===== src/source/fir_pkg.sv =====
// FIR shared definitions
package fir_pkg;

  ////////////////////
  // Widths
  ////////////////////

  // Sample and coefficient width
  localparam int data_w = 16;
  // Tap address, up to 16 taps
  localparam int tap_aw = 4;
  // Sample address, up to 64 samples
  localparam int smp_aw = 6;
  // Full product plus growth for 16 summed terms
  localparam int acc_w  = 2 * data_w + tap_aw;

  ////////////////////
  // Bundles
  ////////////////////

  // Run configuration, held by host from start to done
  typedef struct packed {
    logic [tap_aw:0] tap_num;
    logic [smp_aw:0] smp_num;
  } fir_cfg_t;

  // One host write, coef RAM uses low tap_aw address bits
  typedef struct packed {
    logic              en;
    logic [smp_aw-1:0] addr;
    logic [data_w-1:0] data;
  } ram_wr_t;

  // One output stream beat
  typedef struct packed {
    logic [acc_w-1:0] data;
    logic             last;
  } fir_beat_t;

endpackage


===== src/source/fir_coef_ram.sv =====
// FIR coefficient memory
`timescale 1ns/10ps

module fir_coef_ram #(
  parameter int COEF_DEPTH = 16
) (
  input  logic                         clk,
  // Host write port
  input  fir_pkg::ram_wr_t             wr,
  // Core read port
  input  logic                         rd_en,
  input  logic [fir_pkg::tap_aw-1:0]   rd_addr,
  output logic [fir_pkg::data_w-1:0]   rd_data
);
  import fir_pkg::*;

  // Storage, one word per tap
  logic [data_w-1:0] mem [COEF_DEPTH];

  // Host write, only low address bits select a tap
  always_ff @(posedge clk) begin
    if (wr.en) begin
      mem[wr.addr[tap_aw-1:0]] <= wr.data;
    end
  end

  // Registered read
  // Output keeps last word while rd_en is low
  always_ff @(posedge clk) begin
    if (rd_en) begin
      rd_data <= mem[rd_addr];
    end
  end

  // Host must stay inside the coefficient table
  a_wr_range: assert property (@(posedge clk) wr.en |-> (wr.addr < COEF_DEPTH))
    else $error("coef write address %0d out of range", wr.addr);

endmodule


===== src/source/fir_sample_ram.sv =====
// FIR sample memory
`timescale 1ns/10ps

module fir_sample_ram #(
  parameter int SAMPLE_DEPTH = 64
) (
  input  logic                         clk,
  // Host write port
  input  fir_pkg::ram_wr_t             wr,
  // Core read port
  input  logic                         rd_en,
  input  logic [fir_pkg::smp_aw-1:0]   rd_addr,
  output logic [fir_pkg::data_w-1:0]   rd_data
);
  import fir_pkg::*;

  // Storage, one word per input sample
  logic [data_w-1:0] mem [SAMPLE_DEPTH];

  // Host write, full address used
  always_ff @(posedge clk) begin
    if (wr.en) begin
      mem[wr.addr] <= wr.data;
    end
  end

  // Registered read
  // Stalled core drops rd_en so data stays put
  always_ff @(posedge clk) begin
    if (rd_en) begin
      rd_data <= mem[rd_addr];
    end
  end

  // Host must stay inside the sample table
  a_wr_range: assert property (@(posedge clk) wr.en |-> (wr.addr < SAMPLE_DEPTH))
    else $error("sample write address %0d out of range", wr.addr);

endmodule


===== src/source/fir_mult_pipe.sv =====
// FIR two stage multiplier
`timescale 1ns/10ps

module fir_mult_pipe (
  input  logic                           clk,
  input  logic                           rst_n,
  // Operands, signed two's complement
  input  logic [fir_pkg::data_w-1:0]     a,
  input  logic [fir_pkg::data_w-1:0]     b,
  input  logic                           in_valid,
  // Freeze both stages
  input  logic                           hold,
  output logic [2*fir_pkg::data_w-1:0]   prod,
  output logic                           out_valid
);
  import fir_pkg::*;

  ////////////////////
  // Stage 1 operands
  ////////////////////
  logic signed [data_w-1:0] a_q;
  logic signed [data_w-1:0] b_q;
  logic                     v1_q;

  // Valid bits advance only when not held
  always_ff @(posedge clk or negedge rst_n) begin
    if (!rst_n) begin
      v1_q      <= 1'b0;
      out_valid <= 1'b0;
    end else if (!hold) begin
      v1_q      <= in_valid;
      out_valid <= v1_q;
    end
  end

  ////////////////////
  // Stage 2 product
  ////////////////////
  always_ff @(posedge clk) begin
    if (!hold) begin
      // Operands only captured for real work
      if (in_valid) begin
        a_q <= $signed(a);
        b_q <= $signed(b);
      end
      // Signed 16x16, sign extends into full width
      if (v1_q) begin
        prod <= a_q * b_q;
      end
    end
  end

  // Two advancing cycles in a row means output mirrors input from two back
  a_depth: assert property (@(posedge clk) disable iff (!rst_n)
    ($past(!hold) && $past(!hold, 2)) |-> (out_valid == $past(in_valid, 2)))
    else $error("multiplier valid out of step with input");

endmodule


===== src/source/fir_main.sv =====
// FIR filter core
`timescale 1ns/10ps

module fir_main #(
  parameter int COEF_DEPTH   = 16,
  parameter int SAMPLE_DEPTH = 64
) (
  input  logic                           clk,
  input  logic                           rst_n,
  // Run control
  input  logic                           start,
  input  fir_pkg::fir_cfg_t              cfg,
  output logic                           busy,
  output logic                           done,
  // Coefficient RAM read port
  output logic                           coef_rd_en,
  output logic [fir_pkg::tap_aw-1:0]     coef_rd_addr,
  input  logic [fir_pkg::data_w-1:0]     coef_rd,
  // Sample RAM read port
  output logic                           smp_rd_en,
  output logic [fir_pkg::smp_aw-1:0]     smp_rd_addr,
  input  logic [fir_pkg::data_w-1:0]     smp_rd,
  // Multiplier
  output logic [fir_pkg::data_w-1:0]     mul_a,
  output logic [fir_pkg::data_w-1:0]     mul_b,
  output logic                           mul_in_valid,
  output logic                           mul_hold,
  input  logic [2*fir_pkg::data_w-1:0]   mul_prod,
  input  logic                           mul_out_valid,
  // Output stream
  output logic                           m_valid,
  input  logic                           m_ready,
  output fir_pkg::fir_beat_t             m_beat
);
  import fir_pkg::*;

  typedef enum logic [1:0] {
    st_idle,
    st_clear,
    st_calc
  } state_t;

  // Per product markers, delayed alongside the multiplier
  typedef struct packed {
    logic first;
    logic last_tap;
    logic last_smp;
  } tag_t;

  state_t            state;
  state_t            state_nxt;
  logic              hold;
  logic              issuing;
  logic              sweep_end;
  logic [tap_aw-1:0] clr_cnt;
  logic              clr_end;
  logic [tap_aw:0]   tap_cnt;
  logic [smp_aw:0]   smp_cnt;
  logic [tap_aw-1:0] tap_k;
  logic              dly_shift;
  logic [data_w-1:0] dly [COEF_DEPTH];
  tag_t              tag_d;
  tag_t              tag_q1;
  tag_t              tag_q2;
  logic [acc_w-1:0]  prod_ext;
  logic [acc_w-1:0]  acc_q;
  logic [acc_w-1:0]  acc_sum;
  logic              acc_adv;
  logic              beat_load;

  ////////////////////
  // Handshake and FSM
  ////////////////////

  // Output register full and not taken, whole datapath stalls
  assign hold     = m_valid && !m_ready;
  assign mul_hold = hold;
  // End of run is the transfer of the last beat
  assign done     = m_valid && m_ready && m_beat.last;
  assign busy     = (state != st_idle);
  assign clr_end  = (clr_cnt == tap_aw'(COEF_DEPTH - 1));

  always_comb begin
    state_nxt = state;
    case (state)
      st_idle:  if (start) state_nxt = st_clear;
      st_clear: if (clr_end) state_nxt = st_calc;
      st_calc:  if (done) state_nxt = st_idle;
      default:  state_nxt = st_idle;
    endcase
  end

  always_ff @(posedge clk or negedge rst_n) begin
    if (!rst_n) begin
      state <= st_idle;
    end else begin
      state <= state_nxt;
    end
  end

  ////////////////////
  // Counters
  ////////////////////

  // One zero shifted into the delay line per clear cycle
  always_ff @(posedge clk or negedge rst_n) begin
    if (!rst_n) begin
      clr_cnt <= '0;
    end else if (state == st_clear) begin
      clr_cnt <= clr_cnt + 1'b1;
    end else begin
      clr_cnt <= '0;
    end
  end

  // Reads stop once every sample is issued, then wait for the drain
  assign issuing   = (state == st_calc) && (smp_cnt != cfg.smp_num);
  // Sweep is tap_num + 1 cycles, slot 0 fetches the new sample
  assign sweep_end = (tap_cnt == cfg.tap_num);

  always_ff @(posedge clk or negedge rst_n) begin
    if (!rst_n) begin
      tap_cnt <= '0;
      smp_cnt <= '0;
    end else if (state != st_calc) begin
      tap_cnt <= '0;
      smp_cnt <= '0;
    end else if (issuing && !hold) begin
      if (sweep_end) begin
        tap_cnt <= '0;
        smp_cnt <= smp_cnt + 1'b1;
      end else begin
        tap_cnt <= tap_cnt + 1'b1;
      end
    end
  end

  // RAM enables drop in a stall so read data stays valid
  assign coef_rd_en   = issuing && (tap_cnt < cfg.tap_num) && !hold;
  assign coef_rd_addr = tap_cnt[tap_aw-1:0];
  assign smp_rd_en    = issuing && (tap_cnt == '0) && !hold;
  assign smp_rd_addr  = smp_cnt[smp_aw-1:0];

  ////////////////////
  // Delay line
  ////////////////////

  // New sample lands in slot 1, the same cycle tap 0 uses it
  assign dly_shift = (state == st_clear) || (issuing && !hold && (tap_cnt == 1));

  always_ff @(posedge clk) begin
    if (dly_shift) begin
      dly[0] <= (state == st_clear) ? '0 : smp_rd;
      for (int i = 1; i < COEF_DEPTH; i++) begin
        dly[i] <= dly[i-1];
      end
    end
  end

  // Tap k is handled in slot k + 1
  assign tap_k        = tap_aw'(tap_cnt - 1'b1);
  assign mul_a        = coef_rd;
  // Tap 0 bypasses the line since x[n] is not shifted in yet
  assign mul_b        = (tap_cnt == 1) ? smp_rd : dly[tap_k];
  assign mul_in_valid = issuing && (tap_cnt != '0);

  ////////////////////
  // Product markers
  ////////////////////
  assign tag_d.first    = (tap_cnt == 1);
  assign tag_d.last_tap = sweep_end;
  assign tag_d.last_smp = ((smp_cnt + 1'b1) == cfg.smp_num);

  // Two stages, matching the multiplier depth
  always_ff @(posedge clk or negedge rst_n) begin
    if (!rst_n) begin
      tag_q1 <= '0;
      tag_q2 <= '0;
    end else if (!hold) begin
      tag_q1 <= tag_d;
      tag_q2 <= tag_q1;
    end
  end

  ////////////////////
  // Accumulator and output
  ////////////////////
  assign prod_ext  = {{tap_aw{mul_prod[2*data_w-1]}}, mul_prod};
  // First product of a sample restarts the sum
  assign acc_sum   = (tag_q2.first ? '0 : acc_q) + prod_ext;
  assign acc_adv   = mul_out_valid && !hold;
  assign beat_load = acc_adv && tag_q2.last_tap;

  always_ff @(posedge clk) begin
    if (acc_adv) begin
      acc_q <= acc_sum;
    end
    if (beat_load) begin
      m_beat.data <= acc_sum;
      m_beat.last <= tag_q2.last_smp;
    end
  end

  // Not held means empty or transferring, so refill or go empty
  always_ff @(posedge clk or negedge rst_n) begin
    if (!rst_n) begin
      m_valid <= 1'b0;
    end else if (!hold) begin
      m_valid <= beat_load;
    end
  end

  // Host config must fit the RAMs when a run is accepted
  a_cfg_range: assert property (@(posedge clk) disable iff (!rst_n)
    (start && state == st_idle) |->
      (cfg.tap_num != 0 && cfg.tap_num <= COEF_DEPTH &&
       cfg.smp_num != 0 && cfg.smp_num <= SAMPLE_DEPTH))
    else $error("cfg out of range at start");

  // Stream rule, beat waits unchanged for the sink
  a_beat_hold: assert property (@(posedge clk) disable iff (!rst_n)
    (m_valid && !m_ready) |=> (m_valid && $stable(m_beat)))
    else $error("m_beat changed while stalled");

endmodule


===== src/source/fir_top.sv =====
// FIR stream subsystem
`timescale 1ns/10ps

module fir_top #(
  parameter int COEF_DEPTH   = 16,
  parameter int SAMPLE_DEPTH = 64
) (
  input  logic               clk,
  input  logic               rst_n,
  // Host writes
  input  fir_pkg::ram_wr_t   coef_wr,
  input  fir_pkg::ram_wr_t   smp_wr,
  // Run control
  input  fir_pkg::fir_cfg_t  cfg,
  input  logic               start,
  output logic               busy,
  output logic               done,
  // Result stream
  output logic               m_valid,
  input  logic               m_ready,
  output fir_pkg::fir_beat_t m_beat
);
  import fir_pkg::*;

  // RAM read side
  logic                coef_rd_en;
  logic [tap_aw-1:0]   coef_rd_addr;
  logic [data_w-1:0]   coef_rd;
  logic                smp_rd_en;
  logic [smp_aw-1:0]   smp_rd_addr;
  logic [data_w-1:0]   smp_rd;

  // Multiplier side
  logic [data_w-1:0]   mul_a;
  logic [data_w-1:0]   mul_b;
  logic                mul_in_valid;
  logic                mul_hold;
  logic [2*data_w-1:0] mul_prod;
  logic                mul_out_valid;

  fir_coef_ram #(.COEF_DEPTH(COEF_DEPTH)) u_coef_ram (
    .clk(clk), .wr(coef_wr), .rd_en(coef_rd_en), .rd_addr(coef_rd_addr), .rd_data(coef_rd)
  );

  fir_sample_ram #(.SAMPLE_DEPTH(SAMPLE_DEPTH)) u_sample_ram (
    .clk(clk), .wr(smp_wr), .rd_en(smp_rd_en), .rd_addr(smp_rd_addr), .rd_data(smp_rd)
  );

  fir_main #(.COEF_DEPTH(COEF_DEPTH), .SAMPLE_DEPTH(SAMPLE_DEPTH)) u_main (
    .clk(clk), .rst_n(rst_n), .start(start), .cfg(cfg), .busy(busy), .done(done),
    .coef_rd_en(coef_rd_en), .coef_rd_addr(coef_rd_addr), .coef_rd(coef_rd),
    .smp_rd_en(smp_rd_en), .smp_rd_addr(smp_rd_addr), .smp_rd(smp_rd),
    .mul_a(mul_a), .mul_b(mul_b), .mul_in_valid(mul_in_valid), .mul_hold(mul_hold),
    .mul_prod(mul_prod), .mul_out_valid(mul_out_valid),
    .m_valid(m_valid), .m_ready(m_ready), .m_beat(m_beat)
  );

  fir_mult_pipe u_mult (
    .clk(clk), .rst_n(rst_n), .a(mul_a), .b(mul_b), .in_valid(mul_in_valid),
    .hold(mul_hold), .prod(mul_prod), .out_valid(mul_out_valid)
  );

endmodule


===== config.mk =====
export PLATFORM = sky130hd
export DESIGN_NAME = fir_top
export DESIGN_NICKNAME = d
export VERILOG_FILES = /design/src/source/fir_pkg.sv /design/src/source/fir_coef_ram.sv /design/src/source/fir_sample_ram.sv /design/src/source/fir_mult_pipe.sv /design/src/source/fir_main.sv /design/src/source/fir_top.sv
export SDC_FILE = /design/constraint.sdc
export NUM_CORES = 2
export LEC_CHECK = 0
export CORE_MARGIN = 5
export CORE_UTILIZATION = 40
export CTS_CLUSTER_DIAMETER = 30
export DETAILED_ROUTE_END_ITERATION = 10
export DONT_BUFFER_PORTS = 1
export GPL_ROUTABILITY_DRIVEN = 0
export PLACE_DENSITY = 0.57
export SLEW_MARGIN = 0
export SYNTH_ARGS = -nofsm -noshare
export SYNTH_HDL_FRONTEND = slang
export SYNTH_SLANG_ARGS = --single-unit

===== constraint.sdc =====
create_clock -name clk -period 10.42 [get_ports clk]
set_input_delay 1.563 -clock clk [delete_from_list [all_inputs] [get_ports clk]]
set_output_delay 1.563 -clock clk [all_outputs]
set_load 0.02 [all_outputs]

# Word-level counts from Yosys, hierarchy flattened
# Memory sizes are Yosys's and may differ from the RTL's. A register that Yosys moved wholly into a read port is not among the register bits.
# Index checks and enable logic that the tools add are counted.
# word_totals
reg_bits	148
ram_bits	1536
output_inout_bits	40
elab_cells	85
memories	3
# classes
addsub	5
mul	1
order_cmp	1
n_eq_ne	11
mux	19
n_bitwise	1
reduce_logical	26
# memory_table
memory	depth	word_bits	read_ports	rd_ports_with_merged_regs	write_ports	line_no	rtl
u_sample_ram.mem	64	16	1	1	1	fir_sample_ram.sv:18	logic [data_w-1:0] mem [SAMPLE_DEPTH];
u_coef_ram.mem	16	16	1	1	1	fir_coef_ram.sv:18	logic [data_w-1:0] mem [COEF_DEPTH];
u_main.dly	16	16	16	1	16	fir_main.sv:61	logic [data_w-1:0] dly [COEF_DEPTH];
# ops
cell	n
$add 36x36->36	1
$mux 36	1
$mul 16x16->32	1
$mux 7	3
$mux 16	1
$mux 5	3
$logic_and 1x1->1	13
$add 7x1->7 const B	1
$eq 7x7->1	1
$ne 7x7->1	1
$mux 1	6
$mux 2	3
$ne 2x2->1 const B	3
$pmux 2 s3	1
$reduce_and 2->1	3
$reduce_bool 2->1	3
$add 5x1->5 const B	1
$eq 5x1->1 const B	1
$eq 5x5->1	1
$logic_not 5->1	1
$lt 5x5->1	1
$reduce_bool 5->1	1
$add 4x1->4 const B	1
$eq 4x4->1 const B	1
10 further kinds	11

# Depth between registers and ports, before layout
# depth
depth_word	8
ltp_mapped	24

# Hierarchy
# From an unflattened synthesis, not the netlist that was laid out.
# unflattened
cells_unflattened	4472
hier_area_um2	78489.0
# modules_own_cells
mod	n_inst	cells_per_inst	area_each_um2
fir_sample_ram	1	1829	40202.3
fir_main	1	1045	16124.2
fir_mult_pipe	1	1166	11960.2
fir_coef_ram	1	432	10202.3

# Worst setup path after synthesis
# No wires, ideal clock.
# synth_path
path_type	input to register
startpoint	input port cfg[0] (netlist name)
endpoint	register u_mult.b_q[14] (read register of u_main.dly), data pin
setup_time_ns	0.271
arrival_time_ns	9.283
t_required_ns	10.149
setup_slack_ns	0.867
stages	7
path_cell_list	xor2_1 nand4b_1 o211ai_2 nand2_1 nand2_1 o22ai_1 a21oi_1
# synth_between
elab_chain_len	4
# synth_rtl
element	line_no	rtl
start: declaration	fir_top.sv:14	input fir_pkg::fir_cfg_t cfg,
$ne 7x7->1	fir_main.sv:117	assign issuing = (state == st_calc) && (smp_cnt != cfg.smp_num);
$logic_and 1x1->1	fir_main.sv:117	
$logic_and 1x1->1	fir_main.sv:165	assign mul_in_valid = issuing && (tap_cnt != '0);
$reduce_and 2->1 (no source line)	n/a	
end: declaration	fir_mult_pipe.sv:22	logic signed [data_w-1:0] b_q;
# No other way between the ends.
# A chain may end at the register's enable or synchronous reset.

# Final worst setup path
# layout_path
startpoint	register u_mult.b_q[1] (read register of u_main.dly)
endpoint	register u_mult.prod[31] (netlist name), data pin
# layout_between
elab_chain_len	1
# layout_rtl
element	line_no	rtl
$mul 16x16->32	fir_mult_pipe.sv:48	prod <= a_q * b_q;
end signal: assignment	fir_mult_pipe.sv:48	
end: declaration	fir_mult_pipe.sv:13	output logic [2*fir_pkg::data_w-1:0] prod,
# No other way between the ends.

==> summary.md <==
| Metric | Value |
|---|---|
| Vias per inst | `5.34` |
| Setup TNS | `0 ps` |
| Num Clock Sinks | `1732` |
| WL met1 | `74700 microns` |
| Core area | `195000 sq um` |
| Die area | `205000 sq um` |
| Initial antenna violation count | `11` |
| Crit-path leading delay family | `adder cells` |
| I/O pin cnt | `102` |
| VDD IR max | `159 uV` |
| Post-synth cell types | `77` |
| Storage element area | `51900 sq um` |
| Worst EP required | `11010 ps` |
| Area growth syn-to-layout | `19.6%` |
| Fin crit share | `0.663` |
| Synth top area share | `0.652` |
| Number of fill cells | `16300` |
| Hold Fails Final Rpt | `0` |
| Sw Pwr | `4.39 mW` |
| Final min period | `6910 ps` |
| Part of the power in registers | `0.427` |
| Crit-path max cell delay | `900 ps` |
| Clock Power Share | `0.532` |
| Logic pwr share | `0.041` |
| Initial Utilization | `0.402` |
| Avg Cell Area, Syn | `18.2 sq um` |
| WL met3 | `10400 microns` |
| Dpl cells | `6857` |
| Post-route ant nets | `0` |
| Status | `completed` |
| WP data arrival | `7490 ps` |
| Mapped Cells | `4306` |
| HP Class | `in2async` |
| Synth area leaders | `edfxtp_1, mux4_2, fa_1` |
| DIE WIDTH | `453 microns` |
| EDFF count, synth | `1705` |
| Leakage power total | `32.5 nW` |
| Clk Tree Root Cell | `clkbuf_16` |
| Max Used Layer | `met5` |
| # setup viols final | `0` |
| H-tree depth | `5` |
| Crit. End Element | `register` |
| CTS Buf Count | `369` |
| Worst slew margin | `0.182` |
| Setup bufs post-CTS | `0` |
| Critical Path Source Type | `register` |
| Max-slew violation count | `0` |
| Final instance area | `93900 sq um` |
| Max-cap violation count | `0` |
| Pin count of the biggest net entering global routing | `96` |
| WL/cell | `24.8 microns` |
| Site Rows | `162` |
| Most common cell on crit path | `fa_1` |
| Total number of vias | `40100` |
| Clk buf depth | `4` |
| Critical path buffers and inverters | `3` |
| Die outline height | `453 microns` |
| Crit-path cells | `nand2_1, fa_1, fa_1, fa_1, inv_1, fa_1, fa_1, inv_1, fa_1, inv_1, ha_1, a21oi_1, o21ai_0, a31o_2, o21ai_0, a31oi_1, o21ai_0, a31o_2, xnor2_1` |
| CP max stage cell | `edfxtp_1` |
| Drt first pass iters | `5` |
| Kind of critical path | `reg2reg` |
| Post-synthesis sequential area ratio | `0.661` |
| Placement Cell Area | `82000 sq um` |
| Worst-Skew Late Latency | `910 ps` |
| Hold-fix buffer count after cts | `0` |
| Switching Share | `0.212` |
| Slew at the pin closest to its max-slew limit | `1230 ps` |
| Post_cts resized | `0` |
| First-pass GRT wire length | `277000 microns` |
| Power density cells | `221 nW/um^2` |
| Post-route insts no fill | `7513` |
| R2R Setup Slk | `3510 ps` |
| Area of the mapped netlist | `78500 sq um` |
| DP HPWL | `111000 microns` |
| GRT overflow | `0` |
| Port Buffers | `0` |
| DRT Wirelength | `186000 microns` |
| Multi-input logic area | `24700 sq um` |
| Cell internal pwr | `16.4 mW` |
| FF+latch count, synth | `1732` |
| Leading area contributor after synthesis | `edfxtp_1` |
| Reg clk slew, reported paths | `50 ps` |
| Vias in the first global route | `42300` |
| FFs w/ async S/R, synth | `0.0156` |
| Warnings, synthesis | `0` |
| Final nets | `5059` |
| RSZ-0062 raised after global routing | `false` |
| Synth Flop Type | `edfxtp_1` |
| Worst Hold Slack | `363 ps` |
| Remaining DRCs | `0` |
| Syn_nets | `4761` |
| GRT Util Overall | `0.181` |
| Post-route clock skew | `79.8 ps` |
| Met2 routed WL | `95700 microns` |
| Detailed router's first-iteration violation count | `3613` |
| Layout cells sized above 1 | `0.248` |
| CP Max Fanout | `16` |
| TritonCTS clock tree | `built` |
| Max Freq | `145 MHz` |
-- metal layers --
layer | GRT usage | vias to the layer above
met5 | 0 | -
met4 | 0.0617 | 2
met3 | 0.0348 | 343
met2 | 0.310 | 1201
met1 | 0.234 | 21100
li1 | - | 17400
-- synthesized netlist by cell type (all sizes together), types with 14 or more instances --
cell    instances
nand2         266
buf            60
xnor2          56
and3           14
nand3          48
clkbuf        123
fa            263
edfxtp       1705
o21ai          51
mux4          488
dfrtp          27
inv           336
and2          134
nor2          155
xor2           26
o22ai          18
a22oi          18
nand2b         17
a21o           21
nor3           27
o211ai         23
a21oi          80
ha            130
nor2b          42
a31oi          16
-- flip-flops by register name (all words and copies together), names as in the netlist, 32 cells and up --
register	count
u_sample_ram.mem	1024
u_coef_ram.mem	256
u_main.dly	256
u_main.m_beat	37
u_main.acc_q	36
u_mult.prod	32
-- logic make-up after synthesis --
kind of cell    count (synthesis)  synth area share
fa+ha+maj                     393            0.0878
xor+xnor                       82           0.00915
simple gates                  752            0.0460
mux                           499             0.141
buf+inv                       519            0.0259
compound gates                329            0.0287
flops                        1732             0.661
-- final timing paths --
kind | depth (start not counted) | to | from
setup / recovery | 19 | u_mult.prod[31]$_DFFE_PP_ | u_mult.b_q[1]$_DFFE_PP_
hold / removal | 0 | u_main.tap_cnt[1]$_DFFE_PN0P_ | rst_n
setup reg to reg | 19 | u_mult.prod[31]$_DFFE_PP_ | u_mult.b_q[1]$_DFFE_PP_
hold reg to reg | 0 | u_main.dly[11][14]$_DFFE_PP_ | u_main.dly[10][14]$_DFFE_PP_
max in group asynchronous | 0 | u_main.smp_cnt[6]$_DFFE_PN0P_ | rst_n
min in group clk | 0 | u_main.dly[11][14]$_DFFE_PP_ | u_main.dly[10][14]$_DFFE_PP_
-- per-stage QoR --
step | worst slack (ps) | utilization | power [mW]
3_5_place_dp | 3430 | 0.421 | 9.81
3_3_place_gp | 3480 | 0.421 | 9.76
5_1_grt | 3160 | 0.482 | 21.4
2_1_floorplan | 867 | - | 9.60
6_report | 3510 | 0.482 | 20.7
4_1_cts | 3410 | 0.482 | 20.9
-- cells in the final DEF (no fill, tap or decap), types with 19 or more instances in the layout --
cell,instances
o211ai_1,22
clkinvlp_4,40
edfxtp_1,1705
ha_1,129
a21oi_1,79
clkinv_2,78
and2_1,133
clkbuf_1,36
buf_4,108
nor2b_1,42
nor3_1,21
bufinv_16,41
a21o_1,21
xnor2_1,55
nand3_1,48
inv_1,336
o21ai_0,50
xor2_1,25
mux4_2,488
nor2_1,142
dfrtp_1,19
nand2_1,265
clkinv_1,57
fa_1,263
clkbuf_16,373
-- layout make-up --
| type | instances | share of cell area |
|---|---|---|
| inverter | 336 | 0.0134 |
| clock buffer | 411 | 0.101 |
| sequential | 1732 | 0.553 |
| tap | 2624 | 0.0350 |
| timing repair buffer | 110 | 0.00906 |
| multi-input combinational | 2055 | 0.263 |
| clock inverter | 241 | 0.0252 |
| antenna | 4 | 0.000107 |
-- power groups by stage --
stage | logic [mW] | registers, mW | clock network [mW]
after detailed placement | 0.851 | 8.96 | 0
after floorplan | 0.631 | 8.97 | 0
after CTS | 0.856 | 8.85 | 11.2
after global placement | 0.842 | 8.92 | 0
after global routing | 0.917 | 8.91 | 11.6
final | 0.847 | 8.85 | 11.0
No activity file was read; power rests on OpenSTA's default activity.
